--- config.mk ---
export PLATFORM = sky130hd
export DESIGN_NAME = load_format
export DESIGN_NICKNAME = d
export VERILOG_FILES = /design/src/hdl/mem_pkg.sv /design/src/hdl/load_format.sv
export SDC_FILE = /design/constraint.sdc
export NUM_CORES = 1
export LEC_CHECK = 0
export BUFFER_PORTS_ARGS = -buffer_cell sky130_fd_sc_hd__buf_2
export CAP_MARGIN = 0
export CORE_UTILIZATION = 46
export DETAILED_ROUTE_END_ITERATION = 8
export GPL_TIMING_DRIVEN = 0
export PLACE_DENSITY = 0.86
export SLEW_MARGIN = 20
export SYNTH_ARGS = -nofsm -noshare
export SYNTH_HDL_FRONTEND = slang
export SYNTH_SLANG_ARGS = --single-unit
--- constraint.sdc ---
create_clock -name vclk -period 1.7
set_input_delay 0.085 -clock vclk [all_inputs]
set_output_delay 0.085 -clock vclk [all_outputs]
set_load 0.01 [all_outputs]
--- src/hdl/mem_pkg.sv ---
package mem_pkg;

  // access width code as carried by the load/store instruction
  // code 3 is reserved and always rejected
  typedef enum logic [1:0] {
    w_byte = 2'd0,
    w_half = 2'd1,
    w_word = 2'd2
  } width_e;

  // byte lanes per memory word
  localparam int lane_count = 4;

  // ram depth in words
  localparam int depth_words = 1024;

  // word index width into the ram
  localparam int word_addr_w = $clog2(depth_words);

  // first byte address past the end of the ram
  localparam int byte_addr_limit = depth_words * lane_count;

  // one memory word, seen three ways
  // index 0 of each view is the lowest byte address (little endian)
  typedef union packed {
    // whole word
    logic [31:0] word;
    // two half-words, [0] at offset 0, [1] at offset 2
    logic [1:0][15:0] halves;
    // four bytes, [0] at offset 0 up to [3] at offset 3
    logic [lane_count-1:0][7:0] bytes;
  } mem_word_u;

endpackage

--- src/hdl/load_format.sv ---
module load_format (
  input  logic [31:0]     raw,
  input  logic            ld_valid,
  input  logic [1:0]      ld_offset,
  input  mem_pkg::width_e ld_width,
  input  logic            ld_sign,
  output logic [31:0]     rdata,
  output logic            rvalid
);
  import mem_pkg::*;

  mem_word_u   rd_word;
  logic [31:0] item;
  logic [31:0] item_mask;
  logic        item_msb;
  logic [31:0] fill;

  assign rd_word.word = raw;

  // pick the addressed item, right aligned
  // item_mask marks the bits that belong to it
  always_comb begin
    case (ld_width)
      w_byte: begin
        item      = {24'd0, rd_word.bytes[ld_offset]};
        item_mask = 32'h0000_00ff;
        item_msb  = rd_word.bytes[ld_offset][7];
      end
      w_half: begin
        // bit 1 of the offset selects the half
        item      = {16'd0, rd_word.halves[ld_offset[1]]};
        item_mask = 32'h0000_ffff;
        item_msb  = rd_word.halves[ld_offset[1]][15];
      end
      default: begin
        // whole word, nothing to extend
        item      = rd_word.word;
        item_mask = 32'hffff_ffff;
        item_msb  = rd_word.word[31];
      end
    endcase
  end

  // ones above the item only for a signed load with msb set
  assign fill = {32{ld_sign & item_msb}} & ~item_mask;

  // zero when no load completes, so old ram words stay hidden
  assign rdata  = ld_valid ? (item | fill) : 32'd0;
  assign rvalid = ld_valid;

endmodule

[Word level (Yosys, flattened, before mapping)]
Cells that the tools add are included.
Storage, ports and cells
  flip-flop bits (word level): 0
  input bits: 38
Cells by class
  $lt $le $gt $ge: 2
  equal/unequal tests: 1
  multiplexer cells: 8
  bitwise gates (word level): 4
  reductions and logical operators: 1
Operators by type and width (number)
  $pmux W32 S2: 2
  $and A32 B32 Y32: 1
  $mux W16: 2
  $mux W32: 1
  $not A32 Y32: 1
  $or A32 B32 Y32: 1
  $bmux W8 S2: 1
  $mux W8: 1
  $lt A2 B3 Y1 const B: 1
  $eq A2 B1 Y1 const B: 1
  $logic_not A2 Y1: 1
  $lt A1 B2 Y1 const B: 1
  $pmux W1 S2: 1
  $and A1 B1 Y1: 1

[Logic depth before layout (Yosys ltp)]
  depth after elaboration: 7
  depth in mapped cells: 6

[Least setup slack after synthesis]
Ideal clock, no wire load.
  path type: input -> output
  start: input ld_offset[1]
  end: output rdata[21]
  data arrival time: 0.978 ns
  data required time: 1.615 ns
  setup slack: 0.637 ns
  stages: 5
  path buffers: 2
  cells stage by stage: buf_6 -> mux2_4 -> a21oi_4 -> buf_6 -> a21oi_2
Between the ends
  cells in the longest elaborated chain, start to end: 7
  elaborated cells on any way between the ends: 9
  classes of those cells: mux (6); bitwise (3)
RTL lines
  start: declaration: line load_format.sv:4  | input logic [1:0] ld_offset,
  $bmux W8 S2 / $mux W16 (equally long branches): line load_format.sv:27, load_format.sv:33
  $mux W8 (not written as such) / $mux W16 (equally long branches): line load_format.sv:27, load_format.sv:33
  $pmux W1 S2 (*): line load_format.sv:23  | case (ld_width)
  $and A1 B1 Y1 (*): line load_format.sv:45  | assign fill = {32{ld_sign & item_msb}} & ~item_mask;
  $and A32 B32 Y32 (*): line load_format.sv:45
  $or A32 B32 Y32 (*): line load_format.sv:48  | assign rdata = ld_valid ? (item | fill) : 32'd0;
  $mux W32 (*): line load_format.sv:48
  end: declaration: line load_format.sv:7  | output logic [31:0] rdata,
Every way passes the cells marked *; elsewhere a longest branch is shown, timed or not. The select of a mux whose other input is x is not followed.

[Worst setup path after layout]
  start: input ld_offset[0]
  end: output rdata[28]
Between the ends
  cells in the longest elaborated chain, start to end: 7
RTL lines
  $bmux W8 S2: line load_format.sv:27  | item_msb = rd_word.bytes[ld_offset][7];
  $mux W8 (not written as such): line load_format.sv:27
  $pmux W1 S2: line load_format.sv:23
  $and A1 B1 Y1: line load_format.sv:45
  $and A32 B32 Y32: line load_format.sv:45
  $or A32 B32 Y32: line load_format.sv:48
  $mux W32: line load_format.sv:48
No other way between the ends. The select of a mux whose other input is x is not followed.

==> flow_summary_export.csv <==
group,metric,value,unit
synthesis,synth_area_per_cell,6.69,um^2
finish,drive_gt1_frac,0.428,
route,vias,1447,
sta,finalCriticalPeriod,1.38,ns
synthesis,synth_nets,204,
critical_path,arrival,1.29,ns
run,max_cap_violations,0,
synthesis,seq_area_frac_synth,0,
synthesis,synth.distinct_cells,30,
route,initialDrtViolationCount,29,
floorplan,rows,17,
floorplan,die-area,2620,um^2
floorplan,coreArea,2250,um^2
route,wl_per_cell,12.2,um
synthesis,synth_top_area_frac,0.0957,
global_route,first_global_vias,1108,
synthesis,yosys_warnings,0,
critical_path,required,1.62,ns
clock_network,hold_buffers,0,
global_route,grt_overflow,0,
worst_hold_path,hp-class,"input port to output port",
critical_path,worst-setup-path-type,"input port to output port",
synthesis,netlist_area,1110,um^2
floorplan,start_util,0.493,
floorplan,die_width,51.1,um
placement,dp_hpwl,2.68,mm
synthesis,synth.most_common_cell,"a31oi_1",
sta,rsz0062_at_grt,"false",
finish,stdcell_area,1500,um^2
route,drcViolationCount,0,
sta,slew_viol_final,0,
sta,setup_viol,0,
finish,multi_input_area,1000,um^2
synthesis,synth_common_cells,"17 x a31oi_1, 16 x and2_1, 15 x nand2_1",
global_route,track_usage,0.235,
sta,hold_viol_final,0,
power_and_ir_drop,power_leakage,0.737,nW
power_and_ir_drop,power,0.389,mW
worst_hold_path,hold_depth,3,
synthesis,yosysTopAreaCell,"a31oi_1",
placement,gp_congestion,0.835,
synthesis,synth_area_leaders,"a31oi_1 9.6%, and2_1 9.0%, a21oi_2 7.9%, and3b_1 6.3%, mux2i_1 6.3%",
finish,fill_cells,234,
critical_path,worstSetupEndpointType,"output port",
clock_network,ctsResizeCount,0,
placement,port_buffers,70,
worst_hold_path,whs_endpoint,"rvalid",
finish,seqCellArea,0,um^2
critical_path,worstSetupStartpointType,"input port",
global_route,grt_max_degree,11,
route,viasPerCell,5.48,
sta,slew_headroom,0.703,
finish,final_net_count,276,
worst_hold_path,hp-start,"ld_valid",
route,wl,3.22,mm
sta,tightestPinTransition,0.444,ns
power_and_ir_drop,vdd_drop_max,0.193,mV
critical_path,path_max_fanout,10,
finish,clock_buffers,0,
sta,period_share,0.810,
finish,seq_cell_count,0,
sta,fmax,726,MHz
synthesis,synthCells,166,
clock_network,post_cts_buffers,0,
global_route,grt_pass1_wl,4.98,mm
placement,place_area,1500,um^2
route,ant_nets,0,
sta,finalSetupTns,0,ns
global_route,antenna_found_initial,0,
power_and_ir_drop,powerDensity,260,nW/um^2
finish,antenna_cells,0,
floorplan,die_h,51.1,um
floorplan,ios,71,
route,drt-pass1-iter-count,4,
finish,syn2layout_area_growth,34.7,%
outcome,outcome,"finished clean",
## per-stage QoR
step	util	instances	hold WS, ns	setup WS [ns]
6_report	0.664	264	0.535	0.323
5_1_grt	0.664	264	0.556	0.221
4_1_cts	0.664	264	0.536	0.334
3_5_place_dp	0.664	264	0.535	0.334
3_3_place_gp	0.664	264	0.533	0.351
2_1_floorplan	-	166	0.262	0.637
## power breakdown
group          total [mW]  switching (mW)  internal [mW]
Clock                   0               0              0
Sequential              0               0              0
Combinational       0.389           0.212          0.178
## critical path, cell delays in order
cell and delay, ns:
buf_2 0.11, mux2_2 0.37, a22oi_4 0.31, buf_6 0.21, a21oi_2 0.06, buf_2 0.14
## logic make-up (layout without fill, tap and decap cells)
logic type | Yosys count | after routing | share of synthesized area
buffers and inverters | 19 | 89 | 0.0980
AOI/OAI and AO/OA | 74 | 74 | 0.434
muxes | 10 | 10 | 0.0968
and+or+nand+nor | 63 | 63 | 0.372
## per-layer routing
layer | wire length, um | track usage | vias up
met5 | 0 | 0 | -
met4 | 0 | 0 | 0
met3 | 185 | 0.00298 | 0
met2 | 1500 | 0.419 | 59
met1 | 1530 | 0.332 | 640
li1 | - | - | 748
## final cells by class
class	count	share of cell area
inverters	1	0.00251
multi-input cells	147	0.670
plain buffers	18	0.0702
repair buffers	70	0.234
well taps	28	0.0234
## layout by cell type (no fill, tap or decap), drive strengths merged, types with 7 or more instances in the layout
cell / synthesis / layout
a21oi: 24 / 24
nand2b: 7 / 7
nand2: 15 / 15
nand3b: 7 / 7
o21ai: 24 / 24
o21a: 7 / 7
and2: 16 / 16
mux2i: 7 / 7
a31oi: 17 / 17
clkbuf: 7 / 7
buf: 11 / 81
and3b: 8 / 8
## worst max path at each step
stage                      start         to  slack [ns]  cells after the start
finish              ld_offset[0]  rdata[28]        0.32                      6
global route         ld_width[1]  rdata[11]        0.22                      6
CTS                 ld_offset[0]  rdata[28]        0.33                      6
detailed placement  ld_offset[0]  rdata[28]        0.33                      6
global placement    ld_offset[0]  rdata[29]        0.35                      6
floorplan           ld_offset[1]  rdata[21]        0.64                      5
Note: power is estimated with default switching activity, not from simulation.
