$ cat config.mk
export PLATFORM = sky130hd
export DESIGN_NAME = access_align_flat
export DESIGN_NICKNAME = d
export VERILOG_FILES = /design/src/hdl/mem_pkg.sv /design/src/hdl/ram_if.sv /design/src/hdl/access_align.sv /design/src/flat_wrapper.sv
export SDC_FILE = /design/constraint.sdc
export NUM_CORES = 1
export LEC_CHECK = 0
export ABC_CLOCK_PERIOD_IN_PS = 5950
export BUFFER_PORTS_ARGS = -buffer_cell sky130_fd_sc_hd__buf_2
export CAP_MARGIN = 20
export CORE_ASPECT_RATIO = 0.5
export CORE_MARGIN = 8
export CORE_UTILIZATION = 28
export CTS_CLUSTER_SIZE = 25
export DETAILED_ROUTE_END_ITERATION = 10
export PLACE_DENSITY_LB_ADDON = 0.25
export SLEW_MARGIN = 20
export SYNTH_ARGS = -nofsm -noshare
export SYNTH_HDL_FRONTEND = slang
export SYNTH_SLANG_ARGS = --single-unit
$ cat constraint.sdc
create_clock -name clk -period 5.95 [get_ports clk]
set_input_delay 1.4875 -clock clk [delete_from_list [all_inputs] [get_ports clk]]
set_output_delay 1.4875 -clock clk [all_outputs]
set_load 0.1 [all_outputs]
$ cat src/hdl/mem_pkg.sv
package mem_pkg;

  // access width code as carried by the load/store instruction
  // code 3 is reserved and always rejected
  typedef enum logic [1:0] {
    w_byte = 2'd0,
    w_half = 2'd1,
    w_word = 2'd2
  } width_e;

  // byte lanes per memory word
  localparam int lane_count = 4;

  // ram depth in words
  localparam int depth_words = 1024;

  // word index width into the ram
  localparam int word_addr_w = $clog2(depth_words);

  // first byte address past the end of the ram
  localparam int byte_addr_limit = depth_words * lane_count;

  // one memory word, seen three ways
  // index 0 of each view is the lowest byte address (little endian)
  typedef union packed {
    // whole word
    logic [31:0] word;
    // two half-words, [0] at offset 0, [1] at offset 2
    logic [1:0][15:0] halves;
    // four bytes, [0] at offset 0 up to [3] at offset 3
    logic [lane_count-1:0][7:0] bytes;
  } mem_word_u;

endpackage

$ cat src/hdl/ram_if.sv
interface ram_if;
  import mem_pkg::*;

  // request side, driven by the access stage
  logic                   en;
  logic                   we;
  logic [word_addr_w-1:0] word_addr;
  logic [lane_count-1:0]  be;
  logic [31:0]            wdata;

  // read word, valid the cycle after a read edge
  logic [31:0]            rdata;

  // access stage view
  modport access (
    output en,
    output we,
    output word_addr,
    output be,
    output wdata,
    input  rdata
  );

  // ram view
  modport ram (
    input  en,
    input  we,
    input  word_addr,
    input  be,
    input  wdata,
    output rdata
  );

endinterface

$ cat src/hdl/access_align.sv
module access_align (
  input  logic            clk,
  input  logic            reset,
  input  logic            mem_en,
  input  logic            load,
  input  logic            store,
  input  mem_pkg::width_e width,
  input  logic            sign_ex,
  input  logic [31:0]     addr,
  input  logic [31:0]     wdata,
  ram_if.access           bus,
  output logic            ld_valid,
  output logic [1:0]      ld_offset,
  output mem_pkg::width_e ld_width,
  output logic            ld_sign,
  output logic            fault
);
  import mem_pkg::*;

  logic                  bad_op;
  logic                  bad_width;
  logic                  misaligned;
  logic                  out_of_range;
  logic                  legal;
  logic [lane_count-1:0] lane_mask;
  mem_word_u             st_word;

  // exactly one of load and store
  assign bad_op = (load == store);

  // past the last byte of the ram
  assign out_of_range = (addr >= 32'(byte_addr_limit));

  // width decode, alignment and lane mask
  always_comb begin
    bad_width  = 1'b0;
    misaligned = 1'b0;
    lane_mask  = 4'b1111;
    case (width)
      w_byte: begin
        lane_mask = 4'b0001 << addr[1:0];
      end
      w_half: begin
        misaligned = addr[0];
        lane_mask  = 4'b0011 << {addr[1], 1'b0};
      end
      w_word: begin
        misaligned = |addr[1:0];
      end
      default: begin
        // reserved code
        bad_width = 1'b1;
      end
    endcase
  end

  assign legal = !bad_op && !bad_width && !misaligned && !out_of_range;

  // replicate the store item into every lane
  // be then picks the one that lands
  always_comb begin
    st_word.word = wdata;
    case (width)
      w_byte: begin
        for (int i = 0; i < lane_count; i++) begin
          st_word.bytes[i] = wdata[7:0];
        end
      end
      w_half: begin
        st_word.halves[0] = wdata[15:0];
        st_word.halves[1] = wdata[15:0];
      end
      default: begin
        st_word.word = wdata;
      end
    endcase
  end

  // request towards the ram, same cycle
  assign bus.en        = mem_en && legal;
  assign bus.we        = store;
  assign bus.word_addr = addr[word_addr_w+1:2];
  assign bus.be        = (legal && store) ? lane_mask : '0;
  assign bus.wdata     = st_word.word;

  // response slot flags
  always_ff @(posedge clk) begin
    if (reset) begin
      ld_valid <= 1'b0;
      fault    <= 1'b0;
    end else begin
      ld_valid <= mem_en && legal && load;
      fault    <= mem_en && !legal;
    end
  end

  // load details for the formatter, aligned with the ram read
  always_ff @(posedge clk) begin
    ld_offset <= addr[1:0];
    ld_width  <= width;
    ld_sign   <= sign_ex;
  end

endmodule

$ cat src/flat_wrapper.sv
// flat-port wrapper written by rule: the top's interface ports become plain ports
module access_align_flat import mem_pkg::*;
  (clk, reset, mem_en, load, store, width, sign_ex, addr, wdata, ld_valid, ld_offset, ld_width, ld_sign, fault, bus_en, bus_we, bus_word_addr, bus_be, bus_wdata, bus_rdata);
  ram_if bus_i ();
  input  logic clk;
  input  logic reset;
  input  logic mem_en;
  input  logic load;
  input  logic store;
  input  mem_pkg::width_e width;
  input  logic sign_ex;
  input  logic [31:0] addr;
  input  logic [31:0] wdata;
  output logic ld_valid;
  output logic [1:0] ld_offset;
  output mem_pkg::width_e ld_width;
  output logic ld_sign;
  output logic fault;
  output wire logic [$bits(bus_i.en)-1:0] bus_en;
  output wire logic [$bits(bus_i.we)-1:0] bus_we;
  output wire logic [$bits(bus_i.word_addr)-1:0] bus_word_addr;
  output wire logic [$bits(bus_i.be)-1:0] bus_be;
  output wire logic [$bits(bus_i.wdata)-1:0] bus_wdata;
  input wire logic [$bits(bus_i.rdata)-1:0] bus_rdata;
  assign bus_en = bus_i.en;
  assign bus_we = bus_i.we;
  assign bus_word_addr = bus_i.word_addr;
  assign bus_be = bus_i.be;
  assign bus_wdata = bus_i.wdata;
  assign bus_i.rdata = bus_rdata;
  access_align u_core (.clk(clk), .reset(reset), .mem_en(mem_en), .load(load), .store(store), .width(width), .sign_ex(sign_ex), .addr(addr), .wdata(wdata), .bus(bus_i), .ld_valid(ld_valid), .ld_offset(ld_offset), .ld_width(ld_width), .ld_sign(ld_sign), .fault(fault));
endmodule
Word level (Yosys, flattened, before mapping)
Cells that the tools add are included.

storage, ports and cells
  input port bits = 104
  output and inout bits = 55
  bits in registers = 7
  word-level logic and storage cells = 29

cells by class
  magnitude comparators = 1
  reduce and logical (&&, ||, !) cells = 14
  muxes and demuxes = 4
  equal/unequal tests = 3
  shift operators = 2

operators by type and width
  operator              count
  $pmux 32 s2           1
  $ge 32x13->1 const B  1
  $pmux 4 s2            1
  $logic_and 1x1->1     7
  $logic_not 1->1       4
  $mux 4                1
  $shl 1x2->4 const A   1
  $shl 2x2->4 const A   1
  $reduce_or 3->1       1
  $eq 2x1->1 const B    1
  $eq 2x2->1 const B    1
  $logic_not 2->1       1
  $pmux 1 s2            1
  $reduce_or 2->1       1
  $eq 1x1->1            1

Longest topological paths before layout
Gate-level depths: netlist of the first run.

  word-level depth = 7
  mapped depth = 7
  mapped depth without buffers = 6

Worst setup path before layout of the first run
Ideal clock, no wire load.

  path type = in2out
  from = input port width[1]
  to = output port bus_wdata[17]
  data required time = 4,463 ps
  buffers on the path = 2
  cell stages on the path = 6
  arrival time = 3,589 ps
  slack = 874 ps
  path through = inv_1 ha_1 clkbuf_1 nor2_1 buf_2 o21ai_1

on the way
  longest elaborated chain between the ends = 2
  elaborated cells between the ends (all ways) = 3
  those cells by class = eq/ne (1); mux (1); reduce/logical (1)

RTL lines
  element                                               line                RTL
  start: declaration                                    flat_wrapper.sv:10  input mem_pkg::width_e width;
  $eq 2x1->1 / $logic_not 2->1 (equally long branches)  access_align.sv:63  case (width)
  $pmux 32 s2 (*)                                       access_align.sv:63
  end: declaration                                      flat_wrapper.sv:23  output wire logic [$bits(bus_i.wdata)-1:0] bus_wdata;

Mark *: on every way between the ends. The rest lies on a longest branch, timed or not.

Worst setup path after layout of the first run
  from = input port width[1]
  to = output port bus_be[1]

on the way
  longest elaborated chain between the ends = 7
  elaborated cells between the ends (all ways) = 12
  those cells by class = eq/ne (2); mux (3); reduce/logical (7)

RTL lines
  element                                                      line                RTL
  $eq 2x2->1, or another cell as far along                     access_align.sv:39  case (width)
  $pmux 1 s2 / $reduce_or 3->1 (equally long branches)         --
  $logic_not 1->1 / $logic_and 1x1->1 (equally long branches)  access_align.sv:57  assign legal = !bad_op && !bad_width && !misaligned && !out_of_range;
  $logic_and 1x1->1 (2 in series)                              access_align.sv:57
  $logic_and 1x1->1                                            access_align.sv:83  assign bus.be = (legal && store) ? lane_mask : '0;
  $mux 4 (*)                                                   access_align.sv:83
  end: declaration                                             flat_wrapper.sv:22  output wire logic [$bits(bus_i.be)-1:0] bus_be;

Marked as above.

==> results of run 1 <==
## registers in the layout, indices dropped and copies added, names as in the netlist
register,cells
u_core.ld_valid,1
u_core.ld_width,2
u_core.ld_sign,1
u_core.fault,1
u_core.ld_offset,2
## final cells by class
type | instances | area, µm² | share of cell area
Timing Repair Buffer | 108 | 545.5 | 0.4113
Multi-Input combinational cell | 75 | 538.0 | 0.4057
Sequential cell | 7 | 140.1 | 0.1057
Tap cell | 40 | 50.05 | 0.03774
Clock buffer | 4 | 45.04 | 0.03396
Inverter | 2 | 7.507 | 0.005660
## per-layer routing
| layer | routed length (µm) | part of all wire | global-route usage |
|---|---|---|---|
| met4 | 44 | 0.014 | 0.05714 |
| met2 | 1764 | 0.54 | 0.2304 |
| met1 | 1153 | 0.36 | 0.1095 |
| met5 | 0 | 0 | 0 |
| met3 | 280 | 0.086 | 0.03769 |
## power groups by stage
stage | Sequential (mW) | Clock, mW | Combinational [mW]
after global routing | 0.0498 | 0.0696 | 0.235
after CTS | 0.0497 | 0.0687 | 0.228
after detailed placement | 0.0505 | 0 | 0.228
after floorplan | 0.0664 | 0 | 0.199
after global placement | 0.0504 | 0 | 0.227
final | 0.0497 | 0.0656 | 0.226
## kinds of logic (layout without fill, tap and decap cells)
| group | count (synthesis) | in the layout | synth area share |
|---|---|---|---|
| simple gates | 39 | 39 | 0.2434 |
| buf+inv | 27 | 114 | 0.2053 |
| compound gates | 24 | 24 | 0.2258 |
| mux | 7 | 7 | 0.09238 |
| flops | 7 | 7 | 0.1642 |
| fa+ha+maj | 4 | 4 | 0.05865 |
| xor+xnor | 1 | 1 | 0.01027 |
## cell usage in the layout (no fill, tap or decap), types with 2 or more instances in the layout
master	n
a22o_1	8
a22oi_1	8
and3_1	3
buf_2	106
buf_4	2
clkbuf_8	3
dfxtp_1	7
ha_1	4
inv_1	2
mux2_2	7
nand2_1	20
nor2_1	3
nor2b_1	2
nor4_2	3
o21ai_0	2
o21ai_1	2
o22ai_1	2
## synth_stat cells (2+ instances only)
cell / n
nand2_1: 20
buf_4: 19
a22o_1: 8
a22oi_1: 8
dfxtp_1: 7
mux2_2: 7
clkbuf_1: 4
ha_1: 4
and3_1: 3
nor2_1: 3
nor4_2: 3
buf_2: 2
inv_1: 2
nor2b_1: 2
o21ai_0: 2
o21ai_1: 2
o22ai_1: 2
## per-stage QoR
stage	hold slack (ns)	setup slack [ns]	util	power (mW)	cell area, µm²
after global routing	1.361	0.8812	0.4480	0.3547	1326
after detailed placement	1.591	1.029	0.4328	0.2780	1281
after global placement	1.590	1.041	0.4328	0.2770	1281
final	1.363	1.041	0.4480	0.3414	1326
after floorplan	1.515	0.8736	-	0.2658	853.3
after CTS	1.358	1.030	0.4480	0.3462	1326
## worst max-delay path: stages
cell and delay (ns):
buf_2 0.15, inv_1 0.09, ha_1 0.39, o21ai_1 0.21, nand2_1 0.10, a211oi_4 0.35
and3_1 0.20, buf_2 0.43
## worst paths after layout
kind / startpoint / endpoint / slack [ns] / cells after the start
min: sign_ex / u_core.ld_sign$_DFF_P_ / 1.36 / 1
max: width[1] / bus_be[1] / 1.04 / 8
==> reports/metrics.cfg, run 1 <==
[drt]
drc = 0
wl_per_cell_um = 13.74
drtAntennaViolNets = 0
vias_per_cell = 4.496
num_vias = 1061
drt-total-wl_um = 3242
drt_pass1_iterations = 4
drt_iter0_drc = 25

[final_layout]
diodes = 0
final_layout_size_suffix_gt1_frac = 0.6224
n_fill_cell = 330
syn_to_final_growth_pct = 55.43
final_net_count = 305
final_cells = 236

[setup_path]
cp-start-kind = primary input
path_class = primary input to output port
critPathRequiredTime_ns = 4.46
critPathMaxFanout = 17
critPathCaptureType = output port
cp.arrival_ns = 3.42

[timing]
fin_crit_sh = 0.8250
tightest_slew_ns = 0.5680
max_freq_ghz = 0.2037
rsz0062_at_grt = false
setup_violations = 0
fin_crit_ns = 4.909
fin_tns_setup_ns = 0
slew_violations = 0
hold_viol = 0
relSlewSlack = 0.6213

[clock_network]
ctsHoldBuffers = 0
cts_setup_buffers = 0
clk_pin_slew_ns = 0.04
cts_sinks = 7
numCtsBuffers = 3
htreeDepth = 1
clockRootBuffer = clkbuf_8
tritoncts = built
clockBufferDepth = 2
cts_resized = 0

[synth]
ys_warn_count = 0
synth_edf_count = 0
synthCells = 109
netlist.area_leader.share = 0.1672
synthArstFlopShare = 0
synth_top_cell_by_area = buf_4
syn_area_per_cell_um2 = 7.829
synth_ff_type = dfxtp_1
yosys_register_bits = 7
synth_area_leaders = buf_4 17%, dfxtp_1 16%, mux2_2 9.2%, nand2_1 8.8%, a22o_1 8.2%
syn_area_um2 = 853.3
synth_nets = 217
yosysSeqAreaShare = 0.1642
synth_cell_types = 28

[power]
combinationalPowerShare = 0.662
power-per-cell-area_nw_per_um2 = 257.4
p_clk_frac = 0.192
power_frac_seq = 0.146
intPower_uw = 138.7
switching_power_uw = 202.7
p_leak_nw = 0.7799
switching_share = 0.5937
max-vdd-ir-drop_v = 0.00008486

[placed_design]
dp_hpwl_um = 2787
gp_congestion = 0.7157
io_buffers = 106
dp_cells = 232

[floorplanning]
start_util = 0.2883
core_um2 = 2960
die_w_um = 94.07
die_h_um = 55.04
ios = 159
design.die.area_um2 = 5177
rows = 14

[global_route]
grtUsageTotal = 0.1153
grt_pass1_vias = 1028
grt_pass1_wl_um = 4781
grt_overflow_total = 0
grt_antenna_before_repair = 0
grt_max_degree = 22

[min_path]
hold_class = primary input to flip-flop

[flow_run]
max_cap_viol_count = 0

[run_status]
outcome = complete, no violations

No activity file was read; power rests on OpenSTA's default activity.
==> run 2, diff against run 1 <==
--- a/config.mk
+++ b/config.mk
@@ -5,12 +5,13 @@
 export SDC_FILE = /design/constraint.sdc
 export NUM_CORES = 1
 export LEC_CHECK = 0
-export ABC_CLOCK_PERIOD_IN_PS = 5950
+export ABC_AREA = 1
+export ABC_CLOCK_PERIOD_IN_PS = 4600
 export BUFFER_PORTS_ARGS = -buffer_cell sky130_fd_sc_hd__buf_2
 export CAP_MARGIN = 20
 export CORE_ASPECT_RATIO = 0.5
 export CORE_MARGIN = 8
-export CORE_UTILIZATION = 28
+export CORE_UTILIZATION = 27
 export CTS_CLUSTER_SIZE = 25
 export DETAILED_ROUTE_END_ITERATION = 10
 export PLACE_DENSITY_LB_ADDON = 0.25
==> constraint.sdc (replaced) <==
create_clock -name clk -period 4.6 [get_ports clk]
set_input_delay 1.15 -clock clk [delete_from_list [all_inputs] [get_ports clk]]
set_output_delay 1.15 -clock clk [all_outputs]
set_load 0.1 [all_outputs]
==> run 2 against run 1 <==
  * Setup slack worse by 0.37 ns
  * Via count up 13%
  * Worst hold slack worse by 0.34 ns
  * Utilization up 8.1 points
  * Synthesized cell count up 41%
  * Critical path depth unchanged
  * Non-clock buffer count unchanged
  * Sequential share of layout area down 1.9 points
  * Global-route usage up 0.49 points
  * First-iteration DRC count up 36%
  * Clock-buffer cell count unchanged
  * Synthesized area up 3.5%
==> reports/metrics.cfg, run 2 <==
[run_status]
outcome = complete, no violations

[final_layout]
syn_to_final_growth_pct = 83.57
final_cell_mix = 89 x buf_2, 34 x nand2_1, 27 x inv_1, 17 x nor2_1, 17 x buf_12
diodes = 0
final_net_count = 353
final_layout_size_suffix_gt1_frac = 0.4754
final_core_util = 0.5290
largestRegisters = u_core.ld_offset x2, u_core.ld_width x2
final_common_cell = buf_2

[placed_design]
io_buffers = 106
gp_congestion = 0.6867
dp_hpwl_um = 3043

[synth]
yosys_register_bits = 7
synthTopCellsByCount = 34 x nand2_1, 27 x inv_1, 19 x buf_4
synth-xor-area-share = 0.009915
ys_warn_count = 0
yosysSeqAreaShare = 0.1586
syn_area_per_cell_um2 = 5.736
synthArstFlopShare = 0
yosysMostFrequentCell = nand2_1
synth-simple-area-share = 0.2875
synth_compound_area_frac = 0.1856
synthCells = 154
synth_ff_type = dfxtp_1
synth_nets = 262
synth_top_family_by_area = buffers and inverters
post_synth_mux_area_share = 0
synth_adder_area_share = 0.05666
synth_top_cell_by_area = buf_4
syn_area_um2 = 883.3
synth_area_leaders = buf_4 16%, dfxtp_1 16%, nand2_1 14%, inv_1 11%, o21ai_0 9.1%
netlist.area_leader.share = 0.1615
synth_cell_types = 23
synth_edf_count = 0

[floorplanning]
core_um2 = 3065
design.die.area_um2 = 5469
start_util = 0.2882
die_w_um = 96.89
ios = 159
die_h_um = 56.45
rows = 14

[power]
p_leak_nw = 0.9426
p_clk_frac = 0.173
power.total_uw = 492.2
combinationalPowerShare = 0.697
switching_share = 0.5696
power-per-cell-area_nw_per_um2 = 303.5
power_frac_seq = 0.131
switching_power_uw = 280.4
intPower_uw = 211.8
max-vdd-ir-drop_v = 0.0001348

[setup_path]
critPathMaxFanout = 11
cpPeakStageDelay_ns = 0.44
path_class = primary input to output port
path_delay_family = buffers and inverters
critPathRequiredTime_ns = 3.45
cp.arrival_ns = 2.77
cp-start-kind = primary input
critPathCaptureType = output port
path_cells = buf_2 > inv_1 > ha_1 > inv_2 > o22ai_1 > inv_1 > o21ai_1 > buf_2
path_buf_inv = 5
cp_slowest_cell = buf_2

[timing]
rsz0062_at_grt = false
tightest_slew_ns = 0.4975
hold_viol = 0
max_freq_ghz = 0.2548
slew_violations = 0
fin_crit_ns = 3.925
fin_crit_sh = 0.8532
relSlewSlack = 0.6706
whs_ns = 1.026
setup_violations = 0

[clock_network]
tritoncts = built
clockBufferDepth = 2
cts_resized = 0
cts_setup_buffers = 0
cts_sinks = 7
ctsHoldBuffers = 0
clockRootBuffer = clkbuf_8
clk_pin_slew_ns = 0.04
numCtsBuffers = 3
htreeDepth = 1

[global_route]
grt_pass1_wl_um = 5526
grt_max_degree = 18
grt_pass1_vias = 1188
gr-usage-met2 = 0.2500
grt_use_met1 = 0.09738
grtUsageTotal = 0.1202
top_usage_layer = met2
use_met3 = 0.04268
grt_overflow_total = 0
grt_antenna_before_repair = 0

[drt]
drt-total-wl_um = 3466
wl_per_cell_um = 12.20
drt_iter0_drc = 34
drt_pass1_iterations = 4
drc = 0
vias_per_cell = 4.232
num_vias = 1202
drtAntennaViolNets = 0

[min_path]
min_path_cells = 1
hold_class = primary input to flip-flop
whs_endpoint = u_core.ld_sign$_DFF_P_
min-delay-start = sign_ex

[flow_run]
max_cap_viol_count = 0

==> run 2: cell types whose count changed in the layout (fill, tap and decap cells not counted), moves of 5 or more <==
cell and change:
a21oi_1 +6, a22o_1 -8, a22oi_1 -8, buf_12 +17, buf_2 -17, inv_1 +25, mux2_2 -7, nand2_1 +14
nor2_1 +14, o21ai_0 +7, o21ai_1 +7, o22ai_1 +5
==> run 2: how the worst max path moves through the flow <==
stage               startpoint            end  slack [ns]  depth (start not counted)
floorplan             width[1]  bus_wdata[21]       -0.32                          5
global placement      width[1]  bus_wdata[15]        0.69                          8
detailed placement    width[1]  bus_wdata[10]        0.67                          8
CTS                   width[1]  bus_wdata[15]        0.66                          8
global route          width[1]  bus_wdata[15]        0.48                          8
finish                width[1]  bus_wdata[10]        0.68                          8
==> run 2: final cells by class <==
| class | instances | area (µm²) |
|---|---|---|
| clock buffers | 4 | 45.04 |
| fillers | 307 | 1444 |
| well taps | 40 | 50.05 |
| inverters | 29 | 108.9 |
| flip-flops and latches | 7 | 140.1 |
| repair buffers | 108 | 800.8 |
| multi-input cells | 96 | 476.7 |
==> run 2: logic make-up after synthesis <==
| family | Yosys count |
|---|---|
| xor+xnor | 1 |
| flops | 7 |
| fa+ha+maj | 4 |
| compound gates | 31 |
| simple gates | 60 |
| buf+inv | 51 |
==> run 2: layer usage <==
metal,wire [µm],up-vias,share of wire
met5,0,-,0
met3,233,14,0.067
met2,1891,46,0.55
met4,98,0,0.028
met1,1243,504,0.36
li1,-,638,-
==> run 2: power by group through the flow <==
stage / clock network, mW / logic [mW] / registers, mW
6_report: 0.0850 / 0.343 / 0.0642
3_5_place_dp: 0 / 0.345 / 0.0652
2_1_floorplan: 0 / 0.265 / 0.0859
4_1_cts: 0.0879 / 0.345 / 0.0642
5_1_grt: 0.0915 / 0.357 / 0.0644
3_3_place_gp: 0 / 0.342 / 0.0652
==> run 2: metrics by stage <==
step                worst slack, ns  TNS (ns)  instances  cell area, µm²
global route                 0.4767         0        284            1622
finish                       0.6751         0        284            1622
detailed placement           0.6684         0        280            1577
CTS                          0.6648         0        284            1622
global placement             0.6949         0        280            1577
floorplan                   -0.3189    -1.275        154           883.3
